**src/hdl/bus_map_pkg.sv**
```systemverilog
package bus_map_pkg;

    // access port
    localparam int addr_width   = 32;
    localparam int region_count = 4;

    // slave windows, one entry per region, lowest first
    localparam logic [0:region_count-1][addr_width-1:0] start_addr = {
        32'h0000_0000,
        32'h1000_0000,
        32'h2000_0000,
        32'h3000_0000
    };

    localparam logic [0:region_count-1][addr_width-1:0] end_addr = {
        32'h0FFF_FFFF,
        32'h1FFF_FFFF,
        32'h2FFF_FFFF,
        32'h3FFF_FFFF
    };

    // 0..3 is a region, 4 is a miss
    typedef logic [2:0] region_t;

    localparam region_t miss_code = 3'd4;

    // access counters wrap at 256
    typedef logic [7:0] count_t;

endpackage

```
**src/hdl/panel_pkg.sv**
```systemverilog
package panel_pkg;

    localparam int page_count = 16;

    typedef logic [3:0] page_t;
    typedef logic [7:0] led_byte_t;

    // stable samples needed before a button level is taken
    localparam int debounce_cycles = 8;
    localparam int debounce_width  = $clog2(debounce_cycles);

    typedef logic [debounce_width-1:0] debounce_cnt_t;

    // lamp test bytes on the upper half of the pages
    localparam int pattern_count = 8;

    localparam logic [0:pattern_count-1][7:0] pattern_bytes = {
        8'h0F,  // page 8
        8'hF0,
        8'h0F,
        8'hAA,
        8'h55,
        8'hF0,
        8'h0F,
        8'hFF   // page 15
    };

endpackage

```
**src/hdl/btn_debounce.sv**
```systemverilog
`timescale 1ns/1ps

module btn_debounce (
    input  logic       sys_clk,
    input  logic       rst_n,
    input  logic [1:0] btn,         // bit 0 up, bit 1 down
    output logic       up_pulse,
    output logic       down_pulse
);

    logic [1:0] sync_a;
    logic [1:0] sync_b;
    logic [1:0] level;              // accepted button level
    logic [1:0] pulse;

    panel_pkg::debounce_cnt_t [1:0] stable_cnt;

    always_ff @(posedge sys_clk) begin
        if (!rst_n) begin
            sync_a     <= '0;
            sync_b     <= '0;
            level      <= '0;
            stable_cnt <= '0;
            pulse      <= '0;
        end else begin
            // two flop synchronizer
            sync_a <= btn;
            sync_b <= sync_a;

            for (int i = 0; i < 2; i++) begin
                pulse[i] <= 1'b0;
                if (sync_b[i] == level[i]) begin
                    stable_cnt[i] <= '0;    // bounce back, start over
                end else if (stable_cnt[i] ==
                             panel_pkg::debounce_cnt_t'(panel_pkg::debounce_cycles - 1)) begin
                    level[i]      <= sync_b[i];
                    stable_cnt[i] <= '0;
                    pulse[i]      <= sync_b[i];   // only on the rise
                end else begin
                    stable_cnt[i] <= stable_cnt[i] + 1'b1;
                end
            end
        end
    end

    assign up_pulse   = pulse[0];
    assign down_pulse = pulse[1];

endmodule

```
**src/hdl/region_decoder.sv**
```systemverilog
`timescale 1ns/1ps

module region_decoder (
    input  logic                                   sys_clk,
    input  logic                                   rst_n,
    input  logic                                   access_strobe,
    input  logic [bus_map_pkg::addr_width-1:0]     access_addr,
    input  logic                                   access_write,
    output bus_map_pkg::count_t [bus_map_pkg::region_count-1:0] hit_counts,
    output bus_map_pkg::count_t                    miss_count,
    output bus_map_pkg::count_t                    write_count,
    output bus_map_pkg::count_t                    read_count,
    output bus_map_pkg::region_t                   last_region
);

    logic [bus_map_pkg::region_count-1:0] in_window;
    bus_map_pkg::region_t                 region_code;

    // window compare against every start/end pair
    always_comb begin
        for (int r = 0; r < bus_map_pkg::region_count; r++) begin
            in_window[r] = (access_addr >= bus_map_pkg::start_addr[r]) &&
                           (access_addr <= bus_map_pkg::end_addr[r]);
        end
    end

    // lowest matching window wins, otherwise a miss
    always_comb begin
        region_code = bus_map_pkg::miss_code;
        for (int r = bus_map_pkg::region_count - 1; r >= 0; r--) begin
            if (in_window[r]) begin
                region_code = bus_map_pkg::region_t'(r);
            end
        end
    end

    always_ff @(posedge sys_clk) begin
        if (!rst_n) begin
            hit_counts  <= '0;
            miss_count  <= '0;
            write_count <= '0;
            read_count  <= '0;
            last_region <= '0;
        end else if (access_strobe) begin
            if (region_code == bus_map_pkg::miss_code) begin
                miss_count <= miss_count + 1'b1;
            end

            for (int r = 0; r < bus_map_pkg::region_count; r++) begin
                if (region_code == bus_map_pkg::region_t'(r)) begin
                    hit_counts[r] <= hit_counts[r] + 1'b1;
                end
            end

            if (access_write) begin
                write_count <= write_count + 1'b1;
            end else begin
                read_count <= read_count + 1'b1;
            end

            last_region <= region_code;
        end
    end

endmodule

```
**src/hdl/status_panel.sv**
```systemverilog
`timescale 1ns/1ps

module status_panel (
    input  logic                                   sys_clk,
    input  logic                                   rst_n,
    input  logic                                   up_pulse,
    input  logic                                   down_pulse,
    input  bus_map_pkg::count_t [bus_map_pkg::region_count-1:0] hit_counts,
    input  bus_map_pkg::count_t                    miss_count,
    input  bus_map_pkg::count_t                    write_count,
    input  bus_map_pkg::count_t                    read_count,
    input  bus_map_pkg::region_t                   last_region,
    output panel_pkg::led_byte_t                   led8,
    output panel_pkg::page_t                       led4
);

    panel_pkg::page_t page;
    panel_pkg::page_t page_next;

    panel_pkg::led_byte_t [panel_pkg::page_count-1:0] status_bytes;

    // page stepping, both buttons at once cancel
    always_comb begin
        case ({down_pulse, up_pulse})
            2'b01:   page_next = page + 1'b1;
            2'b10:   page_next = page - 1'b1;
            default: page_next = page;
        endcase
    end

    always_ff @(posedge sys_clk) begin
        if (!rst_n) begin
            page <= '0;
        end else begin
            page <= page_next;
        end
    end

    // page map
    always_comb begin
        for (int r = 0; r < bus_map_pkg::region_count; r++) begin
            status_bytes[r] = hit_counts[r];
        end

        status_bytes[4] = miss_count;
        status_bytes[5] = panel_pkg::led_byte_t'(last_region);
        status_bytes[6] = write_count;
        status_bytes[7] = read_count;

        // lamp test on the upper pages
        for (int p = 0; p < panel_pkg::pattern_count; p++) begin
            status_bytes[panel_pkg::page_count - panel_pkg::pattern_count + p] =
                panel_pkg::pattern_bytes[p];
        end
    end

    always_ff @(posedge sys_clk) begin
        if (!rst_n) begin
            led8 <= '1;             // all lamps dark
            led4 <= '0;
        end else begin
            led8 <= ~status_bytes[page];    // active low
            led4 <= page;
        end
    end

endmodule

```
**src/hdl/bus_monitor_top.sv**
```systemverilog
`timescale 1ns/1ps

module bus_monitor_top (
    input  logic                               sys_clk,
    input  logic                               rst_n,
    input  logic                               access_strobe,
    input  logic [bus_map_pkg::addr_width-1:0] access_addr,
    input  logic                               access_write,
    input  logic [1:0]                         btn,
    output panel_pkg::led_byte_t               led8,
    output panel_pkg::page_t                   led4
);

    logic up_pulse;
    logic down_pulse;

    bus_map_pkg::count_t [bus_map_pkg::region_count-1:0] hit_counts;
    bus_map_pkg::count_t                                 miss_count;
    bus_map_pkg::count_t                                 write_count;
    bus_map_pkg::count_t                                 read_count;
    bus_map_pkg::region_t                                last_region;

    btn_debounce u_btn_debounce (
        .sys_clk    (sys_clk),
        .rst_n      (rst_n),
        .btn        (btn),
        .up_pulse   (up_pulse),
        .down_pulse (down_pulse)
    );

    region_decoder u_region_decoder (
        .sys_clk       (sys_clk),
        .rst_n         (rst_n),
        .access_strobe (access_strobe),
        .access_addr   (access_addr),
        .access_write  (access_write),
        .hit_counts    (hit_counts),
        .miss_count    (miss_count),
        .write_count   (write_count),
        .read_count    (read_count),
        .last_region   (last_region)
    );

    status_panel u_status_panel (
        .sys_clk     (sys_clk),
        .rst_n       (rst_n),
        .up_pulse    (up_pulse),
        .down_pulse  (down_pulse),
        .hit_counts  (hit_counts),
        .miss_count  (miss_count),
        .write_count (write_count),
        .read_count  (read_count),
        .last_region (last_region),
        .led8        (led8),
        .led4        (led4)
    );

endmodule

```
**config.mk**
```make
export PLATFORM = sky130hd
export DESIGN_NAME = bus_monitor_top
export DESIGN_NICKNAME = d
export VERILOG_FILES = /design/src/hdl/bus_map_pkg.sv /design/src/hdl/panel_pkg.sv /design/src/hdl/btn_debounce.sv /design/src/hdl/region_decoder.sv /design/src/hdl/status_panel.sv /design/src/hdl/bus_monitor_top.sv
export SDC_FILE = /design/constraint.sdc
export NUM_CORES = 1
export LEC_CHECK = 0
export BUFFER_PORTS_ARGS = -buffer_cell sky130_fd_sc_hd__buf_4
export CAP_MARGIN = 20
export CORE_MARGIN = 2
export CORE_UTILIZATION = 39
export CTS_CLUSTER_SIZE = 16
export DETAILED_ROUTE_END_ITERATION = 10
export GPL_TIMING_DRIVEN = 0
export PLACE_DENSITY_LB_ADDON = 0.3
export SLEW_MARGIN = 5
export SYNTH_ARGS = -nofsm -noshare
export SYNTH_HDL_FRONTEND = slang
export SYNTH_SLANG_ARGS = --single-unit
```
**constraint.sdc**
```tcl
create_clock -name sys_clk -period 2.5 [get_ports sys_clk]
set_clock_uncertainty 0.2 [all_clocks]
set_input_delay 0.125 -clock sys_clk [delete_from_list [all_inputs] [get_ports sys_clk]]
set_output_delay 0.125 -clock sys_clk [all_outputs]
set_load 0.02 [all_outputs]
```
== Word-level counts from Yosys, hierarchy flattened ==
Cells that the tools add are included.
Cells by class
  $add $sub $neg: 11
  $lt $le $gt $ge: 9
  equal/unequal tests: 10
  multiplexer cells: 7
  bitwise operators: 7
  reduce and logical (&&, ||, !) cells: 19
Operators by type and width (count)
  $ge A32 B30 Y1 const B: 2
  $le A32 B30 Y1 const B: 2
  $add A8 B1 Y8 const B: 7
  $bmux W8 S4: 1
  $ge A32 B1 Y1 const B: 1
  $ge A32 B29 Y1 const B: 1
  $le A32 B28 Y1 const B: 1
  $le A32 B29 Y1 const B: 1
  $reduce_and A2 Y1: 9
  $mux W3: 4
  $reduce_or A3 Y1: 4
  $eq A3 B3 Y1 const B: 3
  $mux W8: 1
  $not A8 Y8: 1
  $pmux W4 S2: 1
  $add A3 B1 Y3 const B: 2
  $eq A3 B2 Y1 const B: 2
  $not A1 Y1: 6
  $lt A4 B5 Y1 const B: 1
  $add A4 B1 Y4 const B: 1
  $logic_and A1 B1 Y1: 4
  $sub A4 B1 Y4 const B: 1
  $eq A3 B1 Y1 const B: 1
  $logic_not A3 Y1: 1
  other kinds (4): 5
Word-level totals
  register bits: 89
  input bits: 38
  output and inout port bits: 12
  logic and storage cells: 82

== Longest topological paths before layout ==
Gate-level depths: netlist (run 1).
  word-level depth: 8
  mapped depth: 7
  mapped depth without buffers: 7

== Hierarchy ==
Synthesis (run 1) repeated with hierarchy kept, for this count alone.
Unflattened totals
  cell total of the unflattened synthesis: 480
  area total of the unflattened synthesis: 4411.7 um^2
By module, submodules not included
  region_decoder: times used 1, cells an instance 326, area each 2802.7 um^2
  status_panel: times used 1, cells an instance 116, area each 1111.1 um^2
  btn_debounce: times used 1, cells an instance 38, area each 498.0 um^2

== Worst setup path after synthesis (run 1) ==
OpenSTA, ideal clock, no wires.
  path type: reg2reg
  start point: register u_status_panel.page[1]
  end point: register u_status_panel.page[2]
  library setup time: 0.115 ns
  arrival time: 1.813 ns
  required time: 2.185 ns
  slack: 0.372 ns
  stages on the path, launching flop included: 8
  clock period less this slack: 2.128 ns
  cell sequence: dfxtp_1 clkbuf_1 buf_2 inv_1 fa_1 xor2_1 o21ai_0 and2_1
Between the ends
  word-level cells in the longest chain between the ends: 2
RTL lines
  start: declaration: RTL line status_panel.sv:17  | panel_pkg::page_t page;
  start signal: assignment: RTL line status_panel.sv:35  | page <= page_next;
  $sub A4 B1 Y4 or $add A4 B1 Y4 (tied branches): RTL line status_panel.sv:26, status_panel.sv:25
  $pmux W4 S2 (*): RTL line status_panel.sv:24  | case ({down_pulse, up_pulse})
Mark *: on every way between the ends. The rest lies on a longest branch, timed or not.
A chain may end at the register's enable or synchronous reset.

== Worst setup path in the final report (run 1) ==
Same ends and word-level chain as after synthesis.

==> flow_summary_export.csv, run 1 <==
group,metric,value,unit
run_status,outcome,"finished clean",
clocking,cts.sinks,89,
clocking,htreeDepth,3,
detailed_routing,drtIter0Drc,183,
logic_synthesis,netlist_instances,441,
detailed_routing,wire_per_inst,14.66,um
pwr,p_per_area,551.6,mW/mm^2
pwr,p_clk_frac,0.422,
clocking,cts_tree,"yes",
layout,final_nets,535,
worst_setup_path,start_kind,"flop",
floorplan,core_area,0.01075,mm^2
floorplan,die_area,0.01180,mm^2
placed_design,place_congestion,0.8261,
timing,hold_viol_final,0,
grt,antenna_found_initial,0,
timing,fin_tns_setup,0,ps
timing,period_needed,2279,ps
worst_setup_path,max_stage_delay,420,ps
pwr,p_int,0.002071,W
clocking,post_cts_buffers,0,
layout,layout_commonest_cell,"dfxtp_1",
clocking,clockBufferDepth,2,
logic_synthesis,synth_seq_cells,89,
worst_hold_path,hp-class,"input port to flop",
detailed_routing,first_pass_iters,6,
layout,design_area,0.004920,mm^2
grt,grt_overflow_total,0,
floorplan,ios,50,
timing,fin_crit_sh,0.9116,
logic_synthesis,synthesis.area,0.004269,mm^2
layout,utilization,0.4578,
layout,drive_gt1_frac,0.1253,
logic_synthesis,async_flop_share,0,
timing,max_slew_margin,0.5926,
clocking,path_clk_slew,90,ps
grt,grt_pass1_vias,3140,
pwr,seqPwrFrac,0.533,
timing,finalSetupViolations,0,
floorplan,rows,38,
clocking,cts_inserted_buffers,9,
pwr,leakagePower,1.885,nW
pwr,comb_power_share,0.045,
logic_synthesis,synth_cell_types,47,
placed_design,portBuffers,21,
timing,worst_pin_slew,609.5,ps
floorplan,die_h,108.6,um
grt,grt_pass1_wl,15460,um
grt,grt_usage,0.1710,
detailed_routing,ant_nets,0,
worst_setup_path,crit_type,"flop to flop",
run,maxCapViolCount,0,
pwr,vdd_drop_max,0.3088,mV
timing,slew_violations,0,
logic_synthesis,ys_seq_area_frac,0.4174,
timing,rsz0062_at_grt,"no",
layout,syn_to_final_growth,15.24,%
worst_setup_path,crit_chain,"clkbuf_2 -> buf_2 -> inv_1 -> fa_1 -> xor2_1 -> o21ai_0 -> and2_1",
logic_synthesis,synth-main-ff-cell,"dfxtp_1",
detailed_routing,vias,3250,
logic_synthesis,yosys_warnings,0,
clocking,clkLatencyLatePin,370,ps
placed_design,dp_hpwl,6882,um
detailed_routing,vias_per_cell,5.183,
clocking,cts-root-buf,"clkbuf_8",
worst_setup_path,cp_data_required_time,2560,ps
layout,final_cell_mix,"dfxtp_1, and2_1, nand2_1",
worst_setup_path,cp_slowest_cell,"fa_1",
logic_synthesis,syn-mean-instance-area,9.680,um^2
floorplan,start_util,0.3973,
placed_design,dpl_cell_area,0.004602,mm^2
logic_synthesis,synth_edf_count,0,
timing,fmax,438.8,MHz
pwr,p_sw_frac,0.2367,
logic_synthesis,synth_nets,494,
worst_setup_path,crit_fanout,10,
detailed_routing,post-route-drc-count,0,
floorplan,die_width,108.6,um
pwr,p_switching,0.0006424,W
grt,grt_max_degree,18,
detailed_routing,routed_wl,9190,um
worst_setup_path,end_kind,"flop",
layout,antenna_cells,0,
worst_setup_path,cp.arrival,2340,ps
==> power groups by stage <==
stage | registers [W] | clock network (W) | logic (W)
CTS | 0.00145 | 0.00117 | 0.000123
detailed placement | 0.00148 | 0 | 0.000113
global route | 0.00145 | 0.00123 | 0.000136
floorplan | 0.00148 | 0 | 0.0000699
finish | 0.00145 | 0.00114 | 0.000122
global placement | 0.00148 | 0 | 0.000111
==> repair_timing <==
action / 4_1_cts / 5_1_grt
gates resized for setup: 1 / 0
hold buffers: 8 / 0
hold endpoints to repair: 7 / 0
setup endpoints to repair: 1 / 0
==> kinds of logic (layout without fill, tap and decap cells) <==
logic type      count (synthesis)  count (layout)  synth area share
fa+ha+maj                      15              15           0.04572
flops                          89              89            0.4174
mux                            25              25           0.08617
simple gates                  186             186            0.2521
compound gates                 51              51           0.08089
xor+xnor                       43              43           0.08822
buf+inv                        32              78           0.02960
==> per-stage QoR <==
stage          instances  hold slack, ps  total power, W  worst slack (ps)
2_1_floorplan        441           52.29        0.001545             372.3
3_3_place_gp         602           135.3        0.001591            -91.33
3_5_place_dp         602           137.7        0.001593            -31.32
4_1_cts              626           24.85        0.002739             207.8
5_1_grt              627           61.18        0.002814             105.8
6_report             627           41.03        0.002714             221.0
==> cells in the mapped netlist, types with 5 or more instances <==
master,instances,area share
o21ai_0,15,0.018
and2_1,53,0.078
nor2_1,11,0.0097
inv_1,9,0.0079
ha_1,14,0.041
buf_2,5,0.0059
clkbuf_1,18,0.016
dfxtp_1,89,0.42
mux2i_1,12,0.028
mux4_2,9,0.047
xnor2_1,28,0.057
nor3_1,6,0.0070
a21oi_1,5,0.0059
nor2b_1,10,0.015
nand2b_1,5,0.0073
xor2_1,15,0.031
a21boi_0,11,0.019
nand3_1,15,0.018
and3_1,9,0.013
nand4_1,16,0.023
nand2_1,36,0.032
or3_1,6,0.0088
==> critical path: cells and delay by family (launching register included) <==
family	cells	cell delay [ps]
AO/OA/AOI/OAI	1	90
XOR/XNOR	1	160
adder cells (fa/ha/maj)	1	420
buffers and inverters	3	810
flip-flops	1	350
AND/OR/NAND/NOR	1	160
==> layer usage <==
metal  global-route usage  share of wire  vias to the layer above  wire, um
li1                     -              -                     1634         -
met1               0.2228           0.47                     1547      4340
met2               0.2844           0.47                       55      4311
met3              0.03407          0.042                       14       387
met4              0.05586          0.016                        0       151
met5                    0              0                        -         0
==> cell type report <==
cell class | count | area (um^2)
buffer | 23 | 93.84
clock inverter | 7 | 107.6
timing repair buffer | 30 | 242.7
tap | 140 | 175.2
fill | 1054 | 5826
inverter | 9 | 33.78
sequential | 89 | 1782
multi-input combinational | 320 | 2361
clock buffer | 9 | 123.9
==> registers in the layout (all words and copies together) (netlist names), 3 cells and up <==
name,count
u_region_decoder.read_count,8
u_region_decoder.last_region,3
u_status_panel.led4,4
u_btn_debounce.stable_cnt,6
u_status_panel.led8,8
u_region_decoder.miss_count,8
u_region_decoder.write_count,8
u_status_panel.page,4
u_region_decoder.hit_counts,32
==> path summary, 6_finish.rpt <==
kind,startpoint,endpoint,slack (ps),depth (start not counted)
setup / recovery,u_status_panel.page[1],u_status_panel.page[2],220,7
hold / removal,access_addr[29],u_region_decoder.hit_counts[10],40,5
setup reg to reg,u_status_panel.page[1],u_status_panel.page[2],220,7
hold reg to reg,u_btn_debounce.stable_cnt[3],u_btn_debounce.stable_cnt[3],230,1
No activity file was read; power rests on OpenSTA's default activity.
==> run 2: changes to the inputs <==
--- a/config.mk
+++ b/config.mk
@@ -12,7 +12,7 @@
 export CTS_CLUSTER_SIZE = 16
 export DETAILED_ROUTE_END_ITERATION = 10
 export GPL_TIMING_DRIVEN = 0
-export PLACE_DENSITY_LB_ADDON = 0.3
+export PLACE_DENSITY = 0.67
 export SLEW_MARGIN = 5
 export SYNTH_ARGS = -nofsm -noshare
 export SYNTH_HDL_FRONTEND = slang
==> run 2 against run 1 <==
Effect of this change: critical path depth unchanged; cell area decreased by 1.1%; global-route usage increased by 0.13 points; register-to-register slack improved by 20 ps; utilization decreased by 0.51 points; power decreased by 7.8%; sequential power about the same; via count about the same; fmax increased by 0.90%; highest routed layer unchanged.
==> flow_summary_export.csv, run 2 (same netlist as run 1, synthesis figures left out) <==
group,metric,value,unit
run_status,outcome,"finished clean",
worst_setup_path,worstReg2RegEnd,"u_status_panel.page[2]",
detailed_routing,routed_wl,9350,um
clocking,clockBufferDepth,2,
grt,grt_pass1_wl,15420,um
timing,rsz0062_at_grt,"no",
layout,fillCellCount,1033,
clocking,htreeDepth,3,
timing,slew_violations,0,
detailed_routing,wire_per_inst,14.96,um
clocking,cts_tree,"yes",
layout,largest_reg_flops,32,
clocking,cts-root-buf,"clkbuf_8",
clocking,post_cts_buffers,0,
grt,grt_pass1_vias,3113,
worst_setup_path,r2r_setup_slack,240,ps
layout,utilization,0.4527,
floorplan,rows,38,
layout,syn_to_final_growth,13.95,%
detailed_routing,first_pass_iters,5,
timing,fin_tns_setup,0,ps
detailed_routing,vias_per_cell,5.197,
floorplan,die_h,108.6,um
layout,largest-register,"u_region_decoder.hit_counts",
worst_setup_path,crit_fanout,10,
timing,hold_viol_final,0,
layout,final_cell_mix,"dfxtp_1, and2_1, nand2_1",
placed_design,portBuffers,21,
timing,fin_crit_sh,0.9035,
grt,antenna_found_initial,0,
timing,worst_pin_slew,932.6,ps
grt,grt_overflow_total,0,
placed_design,dpl_cell_area,0.004602,mm^2
worst_setup_path,cp.arrival,2320,ps
timing,hold_slack,42.22,ps
worst_setup_path,ff2ff_path_depth,7,
pwr,p_per_area,514.6,mW/mm^2
floorplan,ios,50,
run,maxCapViolCount,0,
worst_setup_path,r2r_start,"u_status_panel.page[1]",
worst_hold_path,hp-start,"access_addr[29]",
clocking,path_clk_slew,80,ps
layout,drive_gt1_frac,0.1196,
clocking,clkLatencyLatePin,360,ps
detailed_routing,post-route-drc-count,0,
layout,antenna_cells,0,
grt,grt_usage,0.1723,
timing,fmax,442.7,MHz
worst_hold_path,min_path_cells,5,
detailed_routing,vias,3248,
floorplan,die_width,108.6,um
clocking,cts_inserted_buffers,9,
layout,design_area,0.004865,mm^2
clocking,cts.sinks,89,
placed_design,place_congestion,0.8239,
pwr,vdd_drop_max,0.2105,mV
timing,period_needed,2259,ps
worst_setup_path,crit_type,"flop to flop",
placed_design,dp_hpwl,6925,um
floorplan,start_util,0.3973,
timing,max_slew_margin,0.3698,
floorplan,core_area,0.01075,mm^2
pwr,leakagePower,1.857,nW
worst_hold_path,hp-class,"input port to flop",
worst_setup_path,cp_data_required_time,2560,ps
grt,grt_max_degree,14,
worst_hold_path,hold_end,"u_region_decoder.hit_counts[10]",
layout,final_nets,534,
layout,layout_commonest_cell,"dfxtp_1",
floorplan,die_area,0.01180,mm^2
worst_setup_path,end_kind,"flop",
timing,finalSetupViolations,0,
detailed_routing,drtIter0Drc,252,
worst_setup_path,start_kind,"flop",
detailed_routing,ant_nets,0,
run 2: worst max-delay path, stage by stage, from the launching register on:
cell and delay (ps):
dfxtp_1 360, clkbuf_2 300, buf_2 350, inv_1 140
fa_1 420, xor2_1 160, o21ai_0 80, and2_1 150
run 2: repair_timing:
action / in CTS / in global routing
hold buffers: 8 / 0
hold endpoints to repair: 9 / 0
endpoints found under the setup margin: 1 / 0
gates resized for setup: 1 / 0
run 2: where the power goes:
part | switching, W | internal [W] | total [W] | leakage (nW)
registers | 0.0000161 | 0.00143 | 0.00145 | 0.719
logic | 0.0000661 | 0.0000555 | 0.000122 | 1.05
clock network | 0.000498 | 0.000437 | 0.000935 | 0.0915
total | 0.000580 | 0.00192 | 0.00250 | 1.86
run 2: worst max path at each step:
stage	startpoint	slack, ps	endpoint
finish	u_status_panel.page[1]	240	u_status_panel.page[2]
global route	u_status_panel.page[1]	90	u_status_panel.page[2]
CTS	u_status_panel.page[1]	230	u_status_panel.page[2]
detailed placement	u_status_panel.page[1]	-20	u_status_panel.page[2]
global placement	u_status_panel.page[1]	9	u_status_panel.page[2]
floorplan	u_status_panel.page[1]	370	u_status_panel.page[2]
run 2: final cells by class:
cell class | count | area (um^2) | area share
Inverter | 9 | 33.78 | 0.006944
Clock inverter | 2 | 12.51 | 0.002572
Timing Repair Buffer | 29 | 237.7 | 0.04887
Tap cell | 140 | 175.2 | 0.03601
Sequential cell | 89 | 1782 | 0.3663
Multi-Input combinational cell | 320 | 2361 | 0.4853
Clock buffer | 13 | 168.9 | 0.03472
Buffer | 23 | 93.84 | 0.01929
run 2: per-stage QoR:
stage / std cells / worst slack, ps / total power [W]
3_3_place_gp: 602 / 9.252 / 0.001589
4_1_cts: 625 / 233.9 / 0.002523
6_report: 625 / 241.3 / 0.002503
3_5_place_dp: 602 / -21.83 / 0.001592
5_1_grt: 625 / 94.45 / 0.002599
2_1_floorplan: 441 / 372.3 / 0.001545
run 2: per-layer routing:
layer  GRT usage  wire [um]
met5           0          0
met2      0.2750       4259
met1      0.2257       4411
met3     0.03288        450
met4     0.07967        228
==> run 3: changes to the inputs <==
--- a/config.mk
+++ b/config.mk
@@ -7,6 +7,7 @@
 export LEC_CHECK = 0
 export BUFFER_PORTS_ARGS = -buffer_cell sky130_fd_sc_hd__buf_4
 export CAP_MARGIN = 20
+export CORE_ASPECT_RATIO = 2
 export CORE_MARGIN = 2
 export CORE_UTILIZATION = 39
 export CTS_CLUSTER_SIZE = 16
==> run 3 against run 2 <==
Effect of this change: register-to-register slack gained 30 ps; critical path type is now input port to flop; clock power grew 57%; setup slack lost 57 ps.
==> flow_summary_export.csv, run 3 (same netlist as run 1, synthesis figures left out) <==
group,metric,value,unit
worst_setup_path,ff2ff_path_depth,7,
timing,fin_crit_sh,0.9261,
run_status,outcome,"finished clean",
pwr,p_sw_frac,0.2138,
layout,antenna_cells,0,
worst_setup_path,crit_fanout,6,
pwr,comb_power_share,0.040,
placed_design,place_ws,8.156,ps
worst_setup_path,crit_buf_inv,2,
detailed_routing,vias_per_cell,5.286,
worst_setup_path,cp_slowest_cell,"nor4bb_1",
worst_setup_path,crit_type,"input port to flop",
worst_setup_path,r2r_start,"u_status_panel.page[1]",
floorplan,die_h,152.0,um
layout,stdcell_count,626,
placed_design,dp_hpwl,7282,um
grt,grt_max_degree,16,
layout,fillCellCount,1043,
pwr,leakagePower,1.924,nW
timing,slew_violations,0,
layout,multi_input_area,0.002361,mm^2
worst_setup_path,end_kind,"flop",
floorplan,start_util,0.3949,
pwr,vdd_drop_max,0.4822,mV
grt,grt_pass1_vias,3293,
pwr,p_int,0.002394,W
pwr,p_switching,0.0006511,W
floorplan,die_area,0.01185,mm^2
worst_setup_path,crit_chain,"dlygate4sd3_1 -> buf_4 -> nor4bb_1 -> nand4_1 -> xnor2_1 -> and2_1",
timing,period_needed,2315,ps
clocking,post_cts_buffers,0,
placed_design,dpl_cell_area,0.004602,mm^2
worst_hold_path,hp-class,"input port to flop",
run,maxCapViolCount,0,
layout,largest_reg_flops,32,
worst_setup_path,r2r_setup_slack,270,ps
detailed_routing,ant_nets,0,
timing,hold_viol_final,0,
pwr,seqPwrFrac,0.476,
floorplan,ios,50,
placed_design,place_congestion,0.8656,
detailed_routing,vias,3309,
worst_hold_path,hp-start,"access_addr[29]",
timing,fmax,431.9,MHz
layout,drive_gt1_frac,0.1235,
pwr,p_clk_frac,0.484,
worst_setup_path,worstReg2RegEnd,"u_status_panel.page[2]",
grt,grt_usage,0.1733,
clocking,cts-root-buf,"clkbuf_16",
worst_setup_path,critPathTopFamily,"simple AND/OR/NAND/NOR gates",
detailed_routing,routed_wl,9633,um
layout,final_cell_mix,"dfxtp_1, and2_1, nand2_1",
detailed_routing,first_pass_iters,4,
placed_design,place_inst,602,
floorplan,core_area,0.01081,mm^2
clocking,path_clk_slew,60,ps
clocking,cts_inserted_buffers,9,
layout,layout_commonest_cell,"dfxtp_1",
timing,max_slew_margin,0.2232,
placed_design,portBuffers,21,
grt,grt_pass1_wl,15890,um
pwr,p_per_area,607.5,mW/mm^2
worst_setup_path,cp.arrival,2360,ps
timing,fin_tns_setup,0,ps
worst_setup_path,start_kind,"input port",
timing,hold_slack,37.14,ps
worst_hold_path,hold_end,"u_region_decoder.hit_counts[10]",
clocking,cts.sinks,89,
floorplan,die_width,77.98,um
layout,design_area,0.005012,mm^2
layout,final_nets,534,
detailed_routing,post-route-drc-count,0,
grt,antenna_found_initial,0,
layout,syn_to_final_growth,17.41,%
clocking,cts_tree,"yes",
worst_hold_path,min_path_cells,5,
detailed_routing,wire_per_inst,15.39,um
grt,grt_overflow_total,0,
worst_setup_path,cp_data_required_time,2540,ps
clocking,clockBufferDepth,2,
detailed_routing,drtIter0Drc,153,
clocking,clkLatencyLatePin,350,ps
timing,worst_pin_slew,1150,ps
timing,rsz0062_at_grt,"no",
timing,finalSetupViolations,0,
layout,largest-register,"u_region_decoder.hit_counts",
timing,setup_ws,184.8,ps
layout,ff_latch_area,0.001782,mm^2
clocking,htreeDepth,3,
floorplan,rows,54,
worst_setup_path,max_stage_delay,960,ps
[run 3: cell types whose count changed in the layout (fill, tap and decap cells not counted), sizes merged]
cell	before	now
bufinv	0	2
clkbuf	31	28
clkinv	1	2
inv	9	10
[run 3: what timing repair did]
action,in CTS,in global routing
setup endpoints to repair,1,0
hold endpoints to repair,7,0
resized for setup,1,0
hold buffers,8,0
[run 3: worst max path at each step]
| stage | depth (start not counted) | end | startpoint |
|---|---|---|---|
| 2_1_floorplan | 7 | u_status_panel.page[2] | u_status_panel.page[1] |
| 3_3_place_gp | 7 | u_status_panel.page[2] | u_status_panel.page[1] |
| 3_5_place_dp | 7 | u_status_panel.page[2] | u_status_panel.page[1] |
| 4_1_cts | 6 | u_region_decoder.hit_counts[14] | access_addr[31] |
| 5_1_grt | 6 | u_region_decoder.hit_counts[14] | access_addr[31] |
| 6_report | 6 | u_region_decoder.hit_counts[14] | access_addr[31] |
[run 3: metrics by stage]
step	power (W)	util
after floorplan	0.001545	-
after global placement	0.001592	0.4257
after detailed placement	0.001594	0.4257
after CTS	0.003072	0.4637
after global routing	0.003153	0.4637
final	0.003045	0.4637
[run 3: layout make-up]
type,count,area share
Clock inverter,6,0.01797
Inverter,9,0.006740
Sequential cell,89,0.3555
Buffer,23,0.01872
Multi-Input combinational cell,320,0.4710
Timing Repair Buffer,29,0.04743
Clock buffer,10,0.04768
Tap cell,140,0.03495
[run 3: power groups by stage]
stage,clock network [W],registers [W],logic (W)
after global routing,0.00157,0.00145,0.000136
after detailed placement,0,0.00148,0.000113
after floorplan,0,0.00148,0.0000699
after global placement,0,0.00148,0.000112
after CTS,0.00150,0.00145,0.000123
final,0.00147,0.00145,0.000122
[run 3: routing by layer]
metal / GRT usage / vias to the layer above / part of all wire
li1: - / 1634 / -
met1: 0.1770 / 1560 / 0.37
met2: 0.3108 / 87 / 0.55
met3: 0.03504 / 28 / 0.032
met4: 0.1128 / 0 / 0.050
met5: 0 / - / 0
[run 3: worst reg2reg max path, delay by kind of cell (launching register included)]
family | cells | cell delay, ps
adder cells (fa/ha/maj) | 1 | 420
buffers and inverters | 3 | 790
AND/OR/NAND/NOR | 1 | 160
XOR/XNOR | 1 | 150
flip-flops | 1 | 330
AO/OA/AOI/OAI | 1 | 80
